File: config.mk
export PLATFORM = sky130hd
export DESIGN_NAME = rvfi_top
export DESIGN_NICKNAME = d
export VERILOG_FILES = /design/src/common/core_pkg.sv /design/src/common/rvfi_pkg.sv /design/src/rvfi/rvfi_ctrl.sv /design/src/rvfi/rvfi_event_track.sv /design/src/rvfi/rvfi_trap_track.sv /design/src/rvfi/rvfi_record_reg.sv /design/src/verilog/rvfi_top.sv
export SDC_FILE = /design/constraint.sdc
export NUM_CORES = 1
export LEC_CHECK = 0
export BUFFER_PORTS_ARGS = -buffer_cell sky130_fd_sc_hd__buf_2
export CAP_MARGIN = 20
export CORE_MARGIN = 2
export CORE_UTILIZATION = 45
export DETAILED_ROUTE_END_ITERATION = 10
export PLACE_DENSITY = 0.7
export SYNTH_ARGS = -nofsm -noshare
export SYNTH_HDL_FRONTEND = slang
export SYNTH_HIERARCHICAL = 1
export SYNTH_SLANG_ARGS = --single-unit
File: constraint.sdc
create_clock -name clk_i -period 5.3 [get_ports clk_i]
set_input_delay 0.265 -clock clk_i [delete_from_list [all_inputs] [get_ports clk_i]]
set_output_delay 0.265 -clock clk_i [all_outputs]
set_load 0.02 [all_outputs]
File: src/common/core_pkg.sv
// Core retire encodings
package core_pkg;

  ////////////////////////////////////////////////////////////
  // Field widths on the writeback side
  ////////////////////////////////////////////////////////////

  // Exception cause as reported with a retire from writeback
  localparam int EXC_CAUSE_W = 6;

  // Interrupt id delivered together with the interrupt acknowledge
  localparam int IRQ_ID_W = 5;

  // Debug entry cause, coded the same way as dcsr.cause
  localparam int DBG_CAUSE_W = 3;

  ////////////////////////////////////////////////////////////
  // Opcodes and causes
  ////////////////////////////////////////////////////////////

  // Kind of instruction leaving the writeback stage
  typedef enum logic [1:0] {
    RET_NORMAL    = 2'd0,
    RET_EXCEPTION = 2'd1,
    RET_DRET      = 2'd2
  } retire_kind_e;

  // Reason for entering debug mode
  // DBG_NONE marks a record without debug entry
  typedef enum logic [DBG_CAUSE_W-1:0] {
    DBG_NONE    = 3'd0,
    DBG_EBREAK  = 3'd1,
    DBG_TRIGGER = 3'd2,
    DBG_HALTREQ = 3'd3,
    DBG_STEP    = 3'd4
  } dbg_cause_e;

endpackage

File: src/common/rvfi_pkg.sv
// Trace record definitions
package rvfi_pkg;

  ////////////////////////////////////////////////////////////
  // Output handshake
  ////////////////////////////////////////////////////////////

  // States of the four-phase req/ack exchange with the consumer
  // ST_IDLE accepts a retire, ST_REQ holds req high until ack,
  // ST_RELEASE waits for the consumer to drop ack again
  typedef enum logic [1:0] {
    ST_IDLE    = 2'd0,
    ST_REQ     = 2'd1,
    ST_RELEASE = 2'd2
  } rvfi_state_e;

  ////////////////////////////////////////////////////////////
  // Record field widths
  ////////////////////////////////////////////////////////////

  // Program counter of the retired instruction
  localparam int PC_W = 32;

  // Interrupt cause field of the record
  // Wide enough for the exception cause and the interrupt id
  localparam int INTR_CAUSE_W = 11;

  // Full width of the mcause shadow
  localparam int MCAUSE_W = 32;

  ////////////////////////////////////////////////////////////
  // mcause layout
  ////////////////////////////////////////////////////////////

  // Interrupt flag of mcause, the code sits in the low bits
  localparam int MCAUSE_IRQ_BIT = 31;

endpackage

File: src/rvfi/rvfi_ctrl.sv
`timescale 1ns/1ps
// Retire acceptance and output handshake
module rvfi_ctrl (
  input  logic clk_i,
  input  logic rst_ni,

  // Writeback stage
  input  logic wb_valid_i,
  output logic wb_ready_o,

  // Load strobe for the datapath blocks
  output logic accept_o,

  // Trace consumer
  output logic rvfi_req_o,
  input  logic rvfi_ack_i
);

  import rvfi_pkg::*;

  rvfi_state_e state_q;
  rvfi_state_e state_d;

  ////////////////////////////////////////////////////////////
  // Next state
  ////////////////////////////////////////////////////////////

  // One record is in flight at a time
  // A retire is only taken while the previous exchange is fully closed
  always_comb begin
    state_d = state_q;
    case (state_q)
      ST_IDLE: begin
        // Record gets loaded at this edge, req follows one cycle later
        if (accept_o) begin
          state_d = ST_REQ;
        end
      end
      ST_REQ: begin
        // Consumer has taken the record
        if (rvfi_ack_i) begin
          state_d = ST_RELEASE;
        end
      end
      ST_RELEASE: begin
        // Record must stay stable until ack is seen low
        if (!rvfi_ack_i) begin
          state_d = ST_IDLE;
        end
      end
      default: begin
        state_d = ST_IDLE;
      end
    endcase
  end

  always_ff @(posedge clk_i or negedge rst_ni) begin
    if (!rst_ni) begin
      state_q <= ST_IDLE;
    end else begin
      state_q <= state_d;
    end
  end

  ////////////////////////////////////////////////////////////
  // Outputs
  ////////////////////////////////////////////////////////////

  // Back-pressure towards the core while an exchange is open
  assign wb_ready_o = (state_q == ST_IDLE);

  // Every datapath register loads on this strobe
  assign accept_o = wb_valid_i && wb_ready_o;

  // Decoded from the state register, so req never glitches
  assign rvfi_req_o = (state_q == ST_REQ);

endmodule

File: src/rvfi/rvfi_event_track.sv
`timescale 1ns/1ps
// Debug acknowledge and mode tracking
module rvfi_event_track #(
  parameter bit DEBUG = 1'b1
) (
  input  logic                   clk_i,
  input  logic                   rst_ni,

  // Retire strobe and kind of the retiring instruction
  input  logic                   accept_i,
  input  core_pkg::retire_kind_e wb_kind_i,

  // Level of dcsr.step
  input  logic                   step_i,

  // One-cycle debug entry acknowledge from the core
  input  logic                   dbg_ack_i,
  input  core_pkg::dbg_cause_e   dbg_cause_i,

  // Values for the record of the retiring instruction
  output core_pkg::dbg_cause_e   dbg_cause_o,
  output logic                   step_mark_o,
  output logic                   dbg_mode_o,

  // Debug mode as it was before this retire
  output logic                   in_dbg_mode_o
);

  import core_pkg::*;

  if (DEBUG) begin : gen_debug

    logic       dbg_pend_q;
    dbg_cause_e dbg_cause_q;
    logic       dbg_mode_q;
    logic       dbg_mode_d;

    //////////////////////////////////////////////////////////
    // Pending debug acknowledge
    //////////////////////////////////////////////////////////

    // The ack attaches to the next accepted retire
    // An ack at the same edge as an accept is kept for the one after
    always_ff @(posedge clk_i or negedge rst_ni) begin
      if (!rst_ni) begin
        dbg_pend_q <= 1'b0;
      end else if (dbg_ack_i) begin
        dbg_pend_q <= 1'b1;
      end else if (accept_i) begin
        dbg_pend_q <= 1'b0;
      end
    end

    // Cause is only looked at while the pending flag is set
    always_ff @(posedge clk_i) begin
      if (dbg_ack_i) begin
        dbg_cause_q <= dbg_cause_i;
      end
    end

    assign dbg_cause_o = dbg_pend_q ? dbg_cause_q : DBG_NONE;

    //////////////////////////////////////////////////////////
    // Debug mode
    //////////////////////////////////////////////////////////

    // The record that carries the entry cause is already in debug mode
    assign dbg_mode_o = dbg_mode_q || dbg_pend_q;

    // DRET still retires in debug mode, the records after it do not
    assign dbg_mode_d = (wb_kind_i == RET_DRET) ? 1'b0 : dbg_mode_o;

    always_ff @(posedge clk_i or negedge rst_ni) begin
      if (!rst_ni) begin
        dbg_mode_q <= 1'b0;
      end else if (accept_i) begin
        dbg_mode_q <= dbg_mode_d;
      end
    end

    assign in_dbg_mode_o = dbg_mode_q;

    // Stepping has no effect while the hart sits in debug mode
    assign step_mark_o = step_i && !dbg_mode_q;

  end else begin : gen_no_debug

    // Debug support built out, the record fields read zero
    assign dbg_cause_o   = DBG_NONE;
    assign step_mark_o   = 1'b0;
    assign dbg_mode_o    = 1'b0;
    assign in_dbg_mode_o = 1'b0;

  end

endmodule

File: src/rvfi/rvfi_trap_track.sv
`timescale 1ns/1ps
// Trap history and mcause shadow
module rvfi_trap_track (
  input  logic                             clk_i,
  input  logic                             rst_ni,

  // Retire strobe with kind and exception cause
  input  logic                             accept_i,
  input  core_pkg::retire_kind_e           wb_kind_i,
  input  logic [core_pkg::EXC_CAUSE_W-1:0] wb_exc_cause_i,

  // One-cycle interrupt acknowledge from the core
  input  logic                             irq_ack_i,
  input  logic [core_pkg::IRQ_ID_W-1:0]    irq_id_i,

  // Debug mode before this retire
  input  logic                             in_dbg_mode_i,

  // Values for the record of the retiring instruction
  output logic                             intr_o,
  output logic                             intr_irq_o,
  output logic [rvfi_pkg::INTR_CAUSE_W-1:0] intr_cause_o,
  output logic                             trap_o,
  output logic [rvfi_pkg::MCAUSE_W-1:0]    mcause_o
);

  import core_pkg::*;
  import rvfi_pkg::*;

  logic                   irq_pend_q;
  logic [IRQ_ID_W-1:0]    irq_id_q;
  logic                   exc_pend_q;
  logic [EXC_CAUSE_W-1:0] exc_cause_q;
  logic [MCAUSE_W-1:0]    mcause_q;
  logic [MCAUSE_W-1:0]    mcause_irq;
  logic [MCAUSE_W-1:0]    mcause_exc;

  ////////////////////////////////////////////////////////////
  // Pending interrupt and previous trap
  ////////////////////////////////////////////////////////////

  // Interrupt ack re-arms even when it lands on an accept edge
  // Exceptions retired in debug mode leave no trace for the next record
  always_ff @(posedge clk_i or negedge rst_ni) begin
    if (!rst_ni) begin
      irq_pend_q <= 1'b0;
      exc_pend_q <= 1'b0;
      mcause_q   <= '0;
    end else begin
      if (irq_ack_i) begin
        irq_pend_q <= 1'b1;
      end else if (accept_i) begin
        irq_pend_q <= 1'b0;
      end
      if (accept_i) begin
        exc_pend_q <= trap_o && !in_dbg_mode_i;
        mcause_q   <= mcause_o;
      end
    end
  end

  always_ff @(posedge clk_i) begin
    if (irq_ack_i) begin
      irq_id_q <= irq_id_i;
    end
    if (accept_i && trap_o) begin
      exc_cause_q <= wb_exc_cause_i;
    end
  end

  ////////////////////////////////////////////////////////////
  // Marks for this record
  ////////////////////////////////////////////////////////////

  assign trap_o     = (wb_kind_i == RET_EXCEPTION);
  assign intr_o     = irq_pend_q || exc_pend_q;
  assign intr_irq_o = irq_pend_q;

  // Interrupt entry takes priority over the trailing exception
  assign intr_cause_o = irq_pend_q ? INTR_CAUSE_W'(irq_id_q) : INTR_CAUSE_W'(exc_cause_q);

  // mcause values for the two kinds of handler entry
  always_comb begin
    mcause_irq                     = '0;
    mcause_irq[MCAUSE_IRQ_BIT]     = 1'b1;
    mcause_irq[IRQ_ID_W-1:0]       = irq_id_q;
  end

  assign mcause_exc = MCAUSE_W'(exc_cause_q);

  // Unchanged when no handler was entered before this retire
  assign mcause_o = irq_pend_q ? mcause_irq :
                    exc_pend_q ? mcause_exc : mcause_q;

endmodule

File: src/rvfi/rvfi_record_reg.sv
`timescale 1ns/1ps
// Trace record register
module rvfi_record_reg (
  input  logic                                clk_i,
  input  logic                                rst_ni,
  input  logic                                accept_i,

  // Writeback payload
  input  logic [rvfi_pkg::PC_W-1:0]           wb_pc_i,
  input  logic [core_pkg::EXC_CAUSE_W-1:0]    wb_exc_cause_i,

  // From the trap tracker
  input  logic                                intr_i,
  input  logic                                intr_irq_i,
  input  logic [rvfi_pkg::INTR_CAUSE_W-1:0]   intr_cause_i,
  input  logic                                trap_i,
  input  logic [rvfi_pkg::MCAUSE_W-1:0]       mcause_i,

  // From the debug event tracker
  input  logic                                step_mark_i,
  input  core_pkg::dbg_cause_e                dbg_cause_i,
  input  logic                                dbg_mode_i,

  // Record towards the consumer
  output logic [rvfi_pkg::PC_W-1:0]           rvfi_pc_o,
  output logic                                rvfi_intr_o,
  output logic                                rvfi_intr_irq_o,
  output logic [rvfi_pkg::INTR_CAUSE_W-1:0]   rvfi_intr_cause_o,
  output logic                                rvfi_trap_o,
  output logic [core_pkg::EXC_CAUSE_W-1:0]    rvfi_trap_cause_o,
  output logic                                rvfi_trap_dbg_o,
  output core_pkg::dbg_cause_e                rvfi_dbg_o,
  output logic [rvfi_pkg::MCAUSE_W-1:0]       rvfi_mcause_o,
  output logic                                rvfi_dbg_mode_o
);

  import core_pkg::*;

  logic [EXC_CAUSE_W-1:0] trap_cause_d;

  // Exception cause wins, a plain step shows the step cause
  assign trap_cause_d = trap_i      ? wb_exc_cause_i :
                        step_mark_i ? EXC_CAUSE_W'(DBG_STEP) : '0;

  // Marks and mcause are cleared, so the idle record reads zero
  // Everything holds from accept until the next accept
  always_ff @(posedge clk_i or negedge rst_ni) begin
    if (!rst_ni) begin
      rvfi_intr_o     <= 1'b0;
      rvfi_intr_irq_o <= 1'b0;
      rvfi_trap_o     <= 1'b0;
      rvfi_trap_dbg_o <= 1'b0;
      rvfi_dbg_o      <= DBG_NONE;
      rvfi_mcause_o   <= '0;
      rvfi_dbg_mode_o <= 1'b0;
    end else if (accept_i) begin
      rvfi_intr_o     <= intr_i;
      rvfi_intr_irq_o <= intr_irq_i;
      rvfi_trap_o     <= trap_i;
      rvfi_trap_dbg_o <= step_mark_i;
      rvfi_dbg_o      <= dbg_cause_i;
      rvfi_mcause_o   <= mcause_i;
      rvfi_dbg_mode_o <= dbg_mode_i;
    end
  end

  // Payload fields
  always_ff @(posedge clk_i) begin
    if (accept_i) begin
      rvfi_pc_o         <= wb_pc_i;
      rvfi_intr_cause_o <= intr_cause_i;
      rvfi_trap_cause_o <= trap_cause_d;
    end
  end

endmodule

File: src/verilog/rvfi_top.sv
`timescale 1ns/1ps
// Retirement trace unit
module rvfi_top #(
  parameter bit DEBUG = 1'b1
) (
  input  logic                                clk_i,
  input  logic                                rst_ni,

  // Writeback stage of the core
  input  logic                                wb_valid_i,
  output logic                                wb_ready_o,
  input  logic [rvfi_pkg::PC_W-1:0]           wb_pc_i,
  input  core_pkg::retire_kind_e              wb_kind_i,
  input  logic [core_pkg::EXC_CAUSE_W-1:0]    wb_exc_cause_i,

  // Handler and debug entry acknowledges
  input  logic                                irq_ack_i,
  input  logic [core_pkg::IRQ_ID_W-1:0]       irq_id_i,
  input  logic                                dbg_ack_i,
  input  core_pkg::dbg_cause_e                dbg_cause_i,
  input  logic                                step_i,

  // Four-phase trace output
  output logic                                rvfi_req_o,
  input  logic                                rvfi_ack_i,
  output logic [rvfi_pkg::PC_W-1:0]           rvfi_pc_o,
  output logic                                rvfi_intr_o,
  output logic                                rvfi_intr_irq_o,
  output logic [rvfi_pkg::INTR_CAUSE_W-1:0]   rvfi_intr_cause_o,
  output logic                                rvfi_trap_o,
  output logic [core_pkg::EXC_CAUSE_W-1:0]    rvfi_trap_cause_o,
  output logic                                rvfi_trap_dbg_o,
  output core_pkg::dbg_cause_e                rvfi_dbg_o,
  output logic [rvfi_pkg::MCAUSE_W-1:0]       rvfi_mcause_o,
  output logic                                rvfi_dbg_mode_o
);

  import core_pkg::*;
  import rvfi_pkg::*;

  logic                    accept;
  logic                    step_mark;
  dbg_cause_e              dbg_cause;
  logic                    dbg_mode;
  logic                    in_dbg_mode;
  logic                    intr;
  logic                    intr_irq;
  logic [INTR_CAUSE_W-1:0] intr_cause;
  logic                    trap;
  logic [MCAUSE_W-1:0]     mcause;

  ////////////////////////////////////////////////////////////
  // Control
  ////////////////////////////////////////////////////////////

  rvfi_ctrl u_ctrl (
    .clk_i      (clk_i),
    .rst_ni     (rst_ni),
    .wb_valid_i (wb_valid_i),
    .wb_ready_o (wb_ready_o),
    .accept_o   (accept),
    .rvfi_req_o (rvfi_req_o),
    .rvfi_ack_i (rvfi_ack_i)
  );

  ////////////////////////////////////////////////////////////
  // Event tracking
  ////////////////////////////////////////////////////////////

  rvfi_event_track #(
    .DEBUG (DEBUG)
  ) u_event_track (
    .clk_i         (clk_i),
    .rst_ni        (rst_ni),
    .accept_i      (accept),
    .wb_kind_i     (wb_kind_i),
    .step_i        (step_i),
    .dbg_ack_i     (dbg_ack_i),
    .dbg_cause_i   (dbg_cause_i),
    .dbg_cause_o   (dbg_cause),
    .step_mark_o   (step_mark),
    .dbg_mode_o    (dbg_mode),
    .in_dbg_mode_o (in_dbg_mode)
  );

  // Debug mode gates the trap history, so the mode comes in here
  rvfi_trap_track u_trap_track (
    .clk_i          (clk_i),
    .rst_ni         (rst_ni),
    .accept_i       (accept),
    .wb_kind_i      (wb_kind_i),
    .wb_exc_cause_i (wb_exc_cause_i),
    .irq_ack_i      (irq_ack_i),
    .irq_id_i       (irq_id_i),
    .in_dbg_mode_i  (in_dbg_mode),
    .intr_o         (intr),
    .intr_irq_o     (intr_irq),
    .intr_cause_o   (intr_cause),
    .trap_o         (trap),
    .mcause_o       (mcause)
  );

  ////////////////////////////////////////////////////////////
  // Record
  ////////////////////////////////////////////////////////////

  rvfi_record_reg u_record_reg (
    .clk_i             (clk_i),
    .rst_ni            (rst_ni),
    .accept_i          (accept),
    .wb_pc_i           (wb_pc_i),
    .wb_exc_cause_i    (wb_exc_cause_i),
    .intr_i            (intr),
    .intr_irq_i        (intr_irq),
    .intr_cause_i      (intr_cause),
    .trap_i            (trap),
    .mcause_i          (mcause),
    .step_mark_i       (step_mark),
    .dbg_cause_i       (dbg_cause),
    .dbg_mode_i        (dbg_mode),
    .rvfi_pc_o         (rvfi_pc_o),
    .rvfi_intr_o       (rvfi_intr_o),
    .rvfi_intr_irq_o   (rvfi_intr_irq_o),
    .rvfi_intr_cause_o (rvfi_intr_cause_o),
    .rvfi_trap_o       (rvfi_trap_o),
    .rvfi_trap_cause_o (rvfi_trap_cause_o),
    .rvfi_trap_dbg_o   (rvfi_trap_dbg_o),
    .rvfi_dbg_o        (rvfi_dbg_o),
    .rvfi_mcause_o     (rvfi_mcause_o),
    .rvfi_dbg_mode_o   (rvfi_dbg_mode_o)
  );

endmodule

Yosys cells after proc, flatten, opt, wreduce, memory -nomap -nowiden:

Index checks and enable logic that the tools add are counted.

* magnitude comparators: 0
* bitwise operators: 0
* add/sub/neg operators: 0
* div/mod/pow operators: 0
* multiplexer cells: 14
* shift operators: 0
* multiply operators: 0
* equality and inequality tests: 7
* reductions and logical operators: 13

Operators by type and width (number)
* $mux 32: 2
* $mux 2: 3
* $mux 3: 2
* $mux 6: 1
* $pmux 2 s3: 1
* $reduce_bool 2->1: 3
* $mux 5: 1
* $eq 2x1->1 const B: 2
* $eq 2x2->1 const B: 2
* $logic_and 1x1->1: 4
* $mux 1: 4
* $ne 2x1->1 const B: 2
* $reduce_and 3->1: 1
* $logic_not 2->1: 1
* $logic_or 1x1->1: 2
* $ne 2x2->1 const B: 1
* $reduce_and 2->1: 1
* $logic_not 1->1: 1

* bits in writable memories: 0
* register bits after elaboration: 109
* memories kept: 0
* memory bits (read-only): 0
* input port bits: 55
* output and inout port bits: 91
* latch bits: 0
* word-level logic and storage cells: 53

Logic depth before layout (Yosys ltp):

Gate-level depths: netlist of the first run.

* depth after elaboration: 4
* mapped depth: 6
* gate-level depth less buffers: 5

Cells and area by module:

The synthesis of the first run kept the hierarchy.

Modules (own cells, without submodules)
* rvfi_record_reg: instances 1, area each 3010.4 um2, sequential area each 2472.4 um2, cells an instance 139
* rvfi_trap_track: instances 1, area each 1965.6 um2, sequential area each 1181.1 um2, cells an instance 175
* rvfi_event_track: instances 1, area each 202.7 um2, sequential area each 140.1 um2, cells an instance 15
* rvfi_ctrl: instances 1, area each 102.6 um2, sequential area each 50.0 um2, cells an instance 10

Worst setup path after synthesis of the first run:

OpenSTA, ideal clock, no wires.

* kind: register to register
* from: reg u_ctrl.state_q[0]
* to: reg u_trap_track.exc_pend_q
* arrival time: 2974 ps
* slack: 2205 ps
* period minus slack after synthesis: 3095 ps
* buffers on the path: 1
* library setup time: 121 ps
* required time: 5179 ps
* stages on the path, launching flop included: 6
* cells stage by stage: dfrtp_1 -> nor2_1 -> and2_1 -> buf_4 -> clkinv_1 -> a22o_1

* cells in the longest elaborated chain, start to end: 2

Ends and longest elaborated chain
* start, declared: RTL line rvfi_ctrl.sv:21 `rvfi_state_e state_q;`
* start signal, assigned: RTL line rvfi_ctrl.sv:61 `state_q <= state_d;`
* $logic_not 2->1: RTL line rvfi_ctrl.sv:70 `assign wb_ready_o = (state_q == ST_IDLE);`
* via wb_ready_o: RTL line rvfi_top.sv:11 `output logic wb_ready_o,`
* $logic_and 1x1->1: RTL line rvfi_ctrl.sv:73 `assign accept_o = wb_valid_i && wb_ready_o;`
* via accept: RTL line rvfi_top.sv:41 `logic accept;`
* end signal, assigned: RTL line rvfi_trap_track.sv:56 `exc_pend_q <= trap_o && !in_dbg_mode_i;`
* end, declared: RTL line rvfi_trap_track.sv:32 `logic exc_pend_q;`

The timed path passes the listed nets, and every way through them passes these cells.
A chain may end at the register's enable or synchronous reset.

Worst setup path after layout of the first run:

* from: reg u_ctrl.state_q[0]
* to: reg u_trap_track.exc_cause_q[1], enable pin

* cells in the longest elaborated chain, start to end: 3

Ends and longest elaborated chain
* $logic_not 2->1: RTL line rvfi_ctrl.sv:70
* $logic_and 1x1->1: RTL line rvfi_ctrl.sv:73
* via accept: RTL line rvfi_top.sv:41
* $logic_and 1x1->1: RTL line rvfi_trap_track.sv:66 `if (accept_i && trap_o) begin`
* end signal, assigned: RTL line rvfi_trap_track.sv:67 `exc_cause_q <= wb_exc_cause_i;`
* end, declared: RTL line rvfi_trap_track.sv:33 `logic [EXC_CAUSE_W-1:0] exc_cause_q;`

The timed path passes the listed nets, and every way through them passes these cells.

==> implementation parameters, run 1 <==
Parameter                              Value

Yosys
  Post-synthesis sequential area ratio    72.8%
  Mean area per synthesized cell    15.6 um^2
  Warning count from the yosys run    6
  Synthesis-stage register bit count    141
  Count of flip-flops with a built-in enable after synthesis    63
  Leading post-synthesis cells by cell area    dfrtp_1 (37%), edfxtp_1 (36%), mux2_2 (8.7%), and2_1 (6.8%), buf_6 (1.5%)
  Count of distinct cell types in the synthesized netlist    35
  Fraction of synthesis flops using an asynchronous set or reset pin    between 50% and 60%
  Most common flop cell mapped by yosys    dfrtp_1
  Library cell occupying the most area in the post-synthesis netlist    dfrtp_1
  Yosys top cell area share    around 37%
  Number of cells produced by synthesis    between 300 and 400
  Synth Cell Area    about 5300 um^2

Clock network
  Max clock buf depth    2
  Number of buffers inserted for hold repair after clock tree synthesis    0
  Number of buffers inserted by post-CTS setup repair    0
  Number of gates given a new drive strength after cts    0
  Number of buffers added by the clock tree synthesis step    17
  H-tree depth    4
  Num Clock Sinks    about 140
  Root Buffer Master    clkbuf_16
  Clock tree from TritonCTS    built
  Skew-Pair Late Insertion Delay    0.41 ns
  Clock-pin slew on the worst setup and hold paths    0.06 ns

Power and ir drop
  PwrDens    493 nW/um^2
  Worst ir drop on vdd    0.379 mV
  Leakage power total    around 0.0031 uW
  Power Total    3310 uW

Job
  Maxcap violations    0

Placed design
  Number of cells in the design after placement    about 600
  Count of port buffers added during placement    145
  Half-perimeter wire length after placement    6440 um
  Routability Congestion    0.757

Layout
  Net count reported at finish    548
  Ant diodes    0
  Layout Area Growth over Synthesis    27.3%
  Non-filler instance count after layout    649
  Ratio of cells with drive above 1 in the final layout    44.5%

Global route
  Wire length of the first global-routing pass    between 15000 and 20000 um
  Aggregate global-route resource usage    16.1%
  Largest net degree at the start of global routing    a little under 80
  Number of antenna violations at the first check in global routing    0
  Via count of the first global-routing pass    3125
  Gr ovfl total    0

STA
  Hold Fails Final Rpt    0
  Post-Route Skew    0.00952 ns
  Unrepaired setup endpoints after global routing    no
  Slew @ Worst Pin    0.884 ns
  Number of pins exceeding their max-slew limit in the final report    0
  Period utilization    47.3%
  Worst Hold Margin    about 0.025 ns
  Total negative slack for setup checks    0 ns
  Final critical-path required period    2.51 ns
  Worst slew slack as a fraction of its limit    41.0%
  Final-report setup violation count    0
  Fmax    0.399 GHz

Setup path
  Class of the most critical setup path    flip-flop to flip-flop
  Critical path data required time    between 5 and 6 ns
  Stage delay of the slowest cell on the critical path    0.73 ns
  CP endpoint kind    flip-flop
  Register-to-register setup slack    roughly 2.8 ns
  Startpoint of the most critical register-to-register path    u_ctrl/state_q[0]
  Crit-path cells    nor2_1 -> and2_4 -> buf_4 -> and2_1
  Cell at the slowest stage of the critical path    and2_4
  Critical-path maximum fanout    around 70
  Critical Path AT    2.59 ns
  Worst reg2reg path endpoint    u_trap_track/exc_cause_q[1]
  Cell depth of the worst flop-to-flop path    4
  CP Launch Type    flip-flop

Route
  Number of DRC markers in iteration 0    158
  Final wirelength    9820 um
  Ratio of routed vias to standard cells    4.79
  Overall via count from detail_route    3108
  Detailed Routing Iterations Pass 1    5
  WL/cell    around 15 um
  Post-detailed-route count of antenna-violating nets    0
  DRC    0

Die
  I/O pin count    between 100 and 150
  Die width    112 um
  Starting Density    between 40% and 50%
  Core ar.    11400 um^2
  Chip Height    112 um
  Total Die Area    12600 um^2
  Number of placement rows    39

Hold path
  Worst Hold Endpoint    u_trap_track/irq_id_q[0]
  Critical hold path startpoint    irq_id_i[0]
  Number of stages on the worst hold path    1
  Hold crit path type    input port to flip-flop

Outcome
  Run status    finished, final reports clean
[worst max-delay path: cells and delay by family (launching register included)]
| kind | cells | cell delay (ns) |
|---|---|---|
| buffers and inverters | 1 | 0.53 |
| DFF | 1 | 0.40 |
| and+or+nand+nor | 3 | 1.23 |
[report_power, final]
| part | switching, uW | total [uW] | internal, uW | leakage, uW |
|---|---|---|---|---|
| registers | 92.2 | 1440 | 1340 | 0.00162 |
| clock network | 430 | 1210 | 783 | 0.000297 |
| logic | 427 | 665 | 238 | 0.00122 |
| total | 949 | 3310 | 2360 | 0.00313 |
[synthesized netlist by cell type, drive strengths merged, types with 2 or more instances]
library cell / instances
nor2: 15
buf: 14
nand2: 8
mux2: 41
and2b: 2
nor2b: 3
a21oi: 8
clkbuf: 3
edfxtp: 63
inv: 9
a21o: 3
a211oi: 5
mux2i: 6
dfrtp: 78
o21ai: 11
and2: 60
[sequential cells by signal (all words and copies together) (netlist names), 2 cells and up]
name and count:
u_ctrl/state_q 2, u_trap_track/exc_cause_q 6, u_record_reg/rvfi_mcause_o 32, u_event_track/gen_debug.dbg_cause_q 3, u_record_reg/rvfi_trap_cause_o 6, u_trap_track/irq_id_q 5
u_record_reg/rvfi_intr_cause_o 11, u_record_reg/rvfi_pc_o 32, u_trap_track/mcause_q 32, u_record_reg/rvfi_dbg_o 3
[kinds of logic (layout without fill, tap and decap cells)]
kind of cell | Yosys count | count (layout) | synth area share, %
flops | 141 | 141 | 72.8
simple gates | 92 | 92 | 10.3
mux | 47 | 47 | 9.88
compound gates | 31 | 31 | 3.55
buf+inv | 27 | 190 | 3.46
other cells | 1 | 5 | 0.0710
[placed cells by master (no fill, tap or decap), types with 2 or more instances in the layout]
cell	n
a211oi_1	5
clkinv_4	2
buf_2	144
conb_1	5
a21oi_1	8
and2_2	3
mux2_2	41
a21o_1	2
nor2b_1	3
clkinv_2	2
buf_4	2
o21ai_0	11
bufinv_16	3
nand2_1	7
nor2_1	14
mux2i_1	6
inv_1	8
clkbuf_1	4
dfrtp_1	78
edfxtp_1	63
clkbuf_16	18
and2_1	56
[layer usage]
metal  vias up  GRT usage [%]  part of all wire, %
met5         -              0                    0
met4         0           6.34                  1.6
met3        13           5.51                  6.0
met2       101           23.7                   48
met1      1520           22.2                   45
li1       1474              -                    -
[how the worst max path moves through the flow]
stage,from,end,slack [ns],cells after the start
2_1_floorplan,u_ctrl/state_q[0],u_trap_track/exc_pend_q,2.20,5
3_3_place_gp,u_ctrl/state_q[0],u_trap_track/exc_cause_q[1],2.87,4
3_5_place_dp,u_ctrl/state_q[0],u_trap_track/exc_cause_q[5],2.74,4
4_1_cts,u_ctrl/state_q[0],u_trap_track/exc_cause_q[1],2.75,4
5_1_grt,u_ctrl/state_q[0],u_trap_track/exc_cause_q[1],2.60,4
6_report,u_ctrl/state_q[0],u_trap_track/exc_cause_q[1],2.79,4
[per-stage QoR]
stage | utilization, % | setup WS [ns] | instance area, um^2
final | 58.9 | 2.79 | 6720
after global routing | 58.9 | 2.60 | 6720
after CTS | 58.5 | 2.75 | 6680
after detailed placement | 53.2 | 2.74 | 6070
after global placement | 53.2 | 2.87 | 6070
after floorplan | - | 2.20 | 5300
[area by class of cell]
type / instances / area [um^2]
clock buffers: 23 / 479
clock inverters: 9 / 134
fillers: 922 / 4700
inverters: 10 / 40.0
multi-input cells: 175 / 1270
flip-flops and latches: 141 / 3840
well taps: 143 / 179
repair buffers: 148 / 773
Note: power is estimated with default switching activity, not from simulation.
==> run 2: changes to the inputs <==
clock period = 2.4 ns   (was 5.3 ns; I/O delays follow)
==> implementation parameters, run 2 (synthesized netlist as in run 1, its figures left out) <==
Parameter                              Value

Setup path
  Crit-path cells    nor2_1 -> and2_4 -> buf_4 -> a21oi_1 -> a31oi_1 -> dlygate4sd3_1
  Stage delay of the slowest cell on the critical path    roughly 0.56 ns
  Critical-path maximum fanout    17
  Class of the most critical setup path    flip-flop to flip-flop
  Startpoint of the most critical register-to-register path    u_ctrl/state_q[0]
  CP endpoint kind    flip-flop
  Register-to-register setup slack    ~0.42 ns
  CP Launch Type    flip-flop
  Cell at the slowest stage of the critical path    dlygate4sd3_1
  Delay-heaviest family, CP    buffers and inverters
  Critical Path AT    2.32 ns
  Critical path data required time    2.74 ns
  Cell depth of the worst flop-to-flop path    6
  Number of buffers and inverters on the critical path    2
  Worst reg2reg path endpoint    u_event_track/in_dbg_mode_o

Route
  Final wirelength    between 10000 and 15000 um
  Detailed Routing Iterations Pass 1    5
  Number of DRC markers in iteration 0    176
  WL/cell    15.1 um
  Overall via count from detail_route    between 3k and 4k
  Post-detailed-route count of antenna-violating nets    0
  Ratio of routed vias to standard cells    4.72
  DRC    0

Layout
  Ratio of cells with drive above 1 in the final layout    39.8%
  Fraction of the core area covered by cells at the end of the flow    between 60% and 70%
  Commonest cells after routing, fill and taps aside    buf_2 (144), dfrtp_1 (78), edfxtp_1 (63)
  Ant diodes    0
  Net count reported at finish    between 600 and 700
  Layout Area Growth over Synthesis    36.4%
  Final non-filler cell area    7200 um^2
  Most frequent standard cell in the layout excluding fill and tap cells    buf_2
  Registers with the most flip-flops    u_record_reg/rvfi_mcause_o: 32 flops, u_record_reg/rvfi_pc_o: 32 flops, u_trap_track/mcause_q: 32 flops

Power and ir drop
  Combinational power share    22.6%
  Reported net switching power    2070 uW
  Clk pwr share    33.4%
  Power Total    a little over 7000 uW
  Proportion of total power due to net switching    approximately 29%
  Worst ir drop on vdd    between 0.5 and 0.6 mV
  PwrDens    about 990 nW/um^2
  Sequential group share of total power    44.0%
  Leakage power total    0.00333 uW
  Internal portion of total power    approximately 5000 uW

STA
  Hold Fails Final Rpt    0
  Unrepaired setup endpoints after global routing    no
  Fmax    0.505 GHz
  Slew @ Worst Pin    0.565 ns
  Worst slew slack as a fraction of its limit    between 60 and 70%
  Final-report setup violation count    0
  Final critical-path required period    1.98 ns
  Number of pins exceeding their max-slew limit in the final report    0
  Final setup margin    0.422 ns
  Total negative slack for setup checks    0 ns
  Period utilization    82.4%
  Post-Route Skew    between 0.005 and 0.006 ns

Global route
  Aggregate global-route resource usage    between 10% and 20%
  Number of antenna violations at the first check in global routing    0
  Gr ovfl total    0
  Via count of the first global-routing pass    3497
  Wire length of the first global-routing pass    17500 um
  Largest net degree at the start of global routing    79

Die
  Die width    112 um
  I/O pin count    146
  Starting Density    46.3%
  Number of placement rows    39
  Chip Height    112 um
  Core ar.    11400 um^2
  Total Die Area    around 13000 um^2

Placed design
  Count of port buffers added during placement    145
  Total cell area at the placement stage    6110 um^2
  Routability Congestion    just under 0.8
  Half-perimeter wire length after placement    6650 um
  Pre-CTS setup slack    0.638 ns

Clock network
  Number of buffers added by the clock tree synthesis step    17
  Num Clock Sinks    roughly 140
  Number of buffers inserted by post-CTS setup repair    0
  Skew-Pair Late Insertion Delay    0.41 ns
  Number of gates given a new drive strength after cts    0
  H-tree depth    4
  Clock tree from TritonCTS    built
  Root Buffer Master    clkbuf_16
  Max clock buf depth    2
  Clock-pin slew on the worst setup and hold paths    ~0.050 ns

Job
  Maxcap violations    0

Hold path
  Hold crit path type    input port to asynchronous set/reset pin

Outcome
  Run status    finished, final reports clean
run 2: changes by cell type in the layout (fill, tap and decap cells not counted):
cell / change
clkinv_2: +2
buf_4: +2
clkbuf_8: -1
clkinvlp_4: -1
clkinv_4: -2
buf_12: +1
clkinv_1: +6
dlygate4sd3_1: +52
bufinv_16: -1
clkbuf_1: -1
clkbuf_16: -1
inv_6: -1
run 2: through the flow:
step | hold WS [ns] | cells
floorplan | -0.176 | 343
global placement | 0.296 | 618
detailed placement | 0.298 | 618
CTS | 0.124 | 703
global route | 0.0622 | 704
finish | 0.0644 | 704
run 2: area by class of cell:
cell class	count	area, um^2
clock buffers	20	437
clock inverters	12	103
fillers	869	4220
inverters	10	40.0
multi-input cells	175	1270
flip-flops and latches	141	3840
well taps	143	179
repair buffers	203	1330
run 2: worst max path at each step:
stage / from / endpoint / slack (ns) / cells after the start
6_report: u_ctrl/state_q[0] / u_event_track/in_dbg_mode_o / 0.42 / 6
5_1_grt: u_ctrl/state_q[0] / u_event_track/in_dbg_mode_o / 0.29 / 6
4_1_cts: u_ctrl/state_q[0] / u_event_track/in_dbg_mode_o / 0.39 / 6
3_5_place_dp: u_ctrl/state_q[0] / u_record_reg/rvfi_mcause_o[14] / 0.64 / 4
3_3_place_gp: u_ctrl/state_q[0] / u_record_reg/rvfi_mcause_o[23] / 0.69 / 4
2_1_floorplan: u_ctrl/state_q[0] / u_trap_track/exc_pend_q / 0.26 / 5
run 2: routing by layer:
layer / part of all wire [%] / track usage (%) / vias to the layer above
li1: - / - / 1584
met1: 44 / 23.3 / 1620
met5: 0 / 0 / -
met2: 50 / 28.4 / 107
met3: 5.3 / 5.56 / 10
met4: 1.2 / 7.07 / 0
run 2: repair_timing:
action / CTS / global route
hold buffers: 53 / 0
endpoints found under the hold margin: 132 / 0
setup endpoints to repair: 0 / 0
run 2: power groups by stage:
stage | Sequential [uW] | Combinational (uW) | Clock [uW]
after global placement | 3170 | 1510 | 0
after detailed placement | 3200 | 1550 | 0
after floorplan | 3500 | 740 | 0
after CTS | 3150 | 1630 | 2440
after global routing | 3200 | 1750 | 2550
final | 3150 | 1610 | 2390
==> run 3: changes to the inputs <==
clock period = 1.96 ns   (was 2.4 ns; I/O delays follow)
==> implementation parameters, run 3 (synthesized netlist as in run 1, its figures left out) <==
Parameter                              Value

Outcome
  Run status    finished, final reports clean

Hold path
  Hold crit path type    input port to flip-flop

Setup path
  Crit-path cells    nor2_4 -> and2_4 -> a21oi_1 -> a31oi_1 -> dlygate4sd3_1
  Delay-heaviest family, CP    buffers and inverters
  Critical Path AT    2.07 ns
  Number of buffers and inverters on the critical path    1
  Critical path data required time    2.31 ns
  CP endpoint kind    flip-flop
  Stage delay of the slowest cell on the critical path    0.56 ns
  Cell at the slowest stage of the critical path    dlygate4sd3_1
  Critical-path maximum fanout    17
  CP Launch Type    flip-flop
  Class of the most critical setup path    flip-flop to flip-flop

Job
  Maxcap violations    0

Layout
  Final non-filler cell area    7300 um^2
  Net count reported at finish    605
  Fraction of the core area covered by cells at the end of the flow    between 60% and 70%
  Registers with the most flip-flops    u_record_reg/rvfi_mcause_o: 32 flops, u_record_reg/rvfi_pc_o: 32 flops, u_trap_track/mcause_q: 32 flops
  Layout Area Growth over Synthesis    38.3%
  Commonest cells after routing, fill and taps aside    buf_2 (144), dfrtp_1 (78), edfxtp_1 (63)
  Most frequent standard cell in the layout excluding fill and tap cells    buf_2
  Non-filler instance count after layout    706
  Ant diodes    0
  Ratio of cells with drive above 1 in the final layout    41.0%

Clock network
  Number of buffers inserted by post-CTS setup repair    0
  Clock tree from TritonCTS    built
  Max clock buf depth    2
  Clock-pin slew on the worst setup and hold paths    0.06 ns
  H-tree depth    4
  Number of buffers added by the clock tree synthesis step    17
  Number of gates given a new drive strength after cts    0
  Number of buffers inserted for hold repair after clock tree synthesis    53
  Skew-Pair Late Insertion Delay    just over 0.4 ns
  Root Buffer Master    clkbuf_16
  Num Clock Sinks    141

Power and ir drop
  Reported net switching power    2590 uW
  PwrDens    1240 nW/um^2
  Power Total    9070 uW
  Internal portion of total power    6490 uW
  Worst ir drop on vdd    0.779 mV
  Combinational power share    around 22%
  Sequential group share of total power    a little over two fifths
  Proportion of total power due to net switching    28.5%
  Clk pwr share    35.2%
  Leakage power total    0.00337 uW

Die
  I/O pin count    146
  Chip Height    approximately 110 um
  Starting Density    46.3%
  Core ar.    between 10000 and 15000 um^2
  Number of placement rows    39
  Die width    112 um
  Total Die Area    12600 um^2

STA
  Final-report setup violation count    0
  Period utilization    87.6%
  Fmax    0.582 GHz
  Slew @ Worst Pin    0.627 ns
  Total negative slack for setup checks    0 ns
  Unrepaired setup endpoints after global routing    no
  Hold Fails Final Rpt    0
  Post-Route Skew    0.00690 ns
  Worst slew slack as a fraction of its limit    58.2%
  Number of pins exceeding their max-slew limit in the final report    0
  Final critical-path required period    1.72 ns

Global route
  Via count of the first global-routing pass    3385
  Number of antenna violations at the first check in global routing    0
  Wire length of the first global-routing pass    16700 um
  Largest net degree at the start of global routing    between 40 and 50
  Aggregate global-route resource usage    17.2%
  Gr ovfl total    0

Placed design
  Count of port buffers added during placement    roughly 150
  Number of cells in the design after placement    621
  Total cell area at the placement stage    6170 um^2
  Routability Congestion    0.806
  Half-perimeter wire length after placement    6520 um

Route
  WL/cell    14.6 um
  Detailed Routing Iterations Pass 1    4
  Post-detailed-route count of antenna-violating nets    0
  Number of DRC markers in iteration 0    210
  Ratio of routed vias to standard cells    4.70
  Final wirelength    10300 um
  Overall via count from detail_route    3320
  DRC    0
[run 3: path summary, 6_finish.rpt]
kind | start | to | slack, ns | cells past startpoint
max | u_ctrl/state_q[0] | u_event_track/in_dbg_mode_o | 0.24 | 5
min | step_i | u_record_reg/rvfi_trap_dbg_o | 0.12 | 3
max reg2reg | u_ctrl/state_q[0] | u_event_track/in_dbg_mode_o | 0.24 | 5
min reg2reg | u_trap_track/mcause_q[24] | u_trap_track/mcause_q[24] | 0.47 | 1
max in group asynchronous | rst_ni | u_trap_track/mcause_q[25] | 1.12 | 3
min in group asynchronous | rst_ni | u_record_reg/rvfi_mcause_o[26] | 0.25 | 2
[run 3: layout make-up]
| class | instances | area, um^2 |
|---|---|---|
| clock buffer | 20 | 457 |
| clock inverter | 12 | 144 |
| fill | 840 | 4110 |
| inverter | 10 | 40.0 |
| multi-input combinational | 175 | 1280 |
| sequential | 141 | 3840 |
| tap | 143 | 179 |
| timing repair buffer | 205 | 1360 |
[run 3: worst register-to-register path, delay by kind of cell, from the launching register on]
kind	cells	cell delay (ns)
compound gates	2	0.25
flops	1	0.43
simple gates	2	0.41
buf+inv	1	0.56
[run 3: routing by layer]
layer | track usage [%] | share of wire (%) | up-vias
met5 | 0 | 0 | -
met4 | 5.77 | 1.5 | 0
met3 | 6.59 | 6.6 | 15
met2 | 27.4 | 49 | 118
met1 | 21.8 | 43 | 1599
li1 | - | - | 1588
[run 3: per-stage QoR]
step | hold WS [ns] | setup slack (ns)
final | 0.116 | 0.243
after detailed placement | 0.167 | 0.367
after floorplan | -0.198 | 0.00262
after CTS | 0.0884 | 0.252
after global placement | 0.151 | 0.415
after global routing | 0.134 | 0.181
[run 3: power groups by stage]
stage	Sequential, uW	Combinational (uW)	Clock (uW)
floorplan	4300	913	0
global placement	3890	1900	0
detailed placement	3910	1940	0
CTS	3860	2040	3270
global route	3910	2180	3400
finish	3860	2020	3200
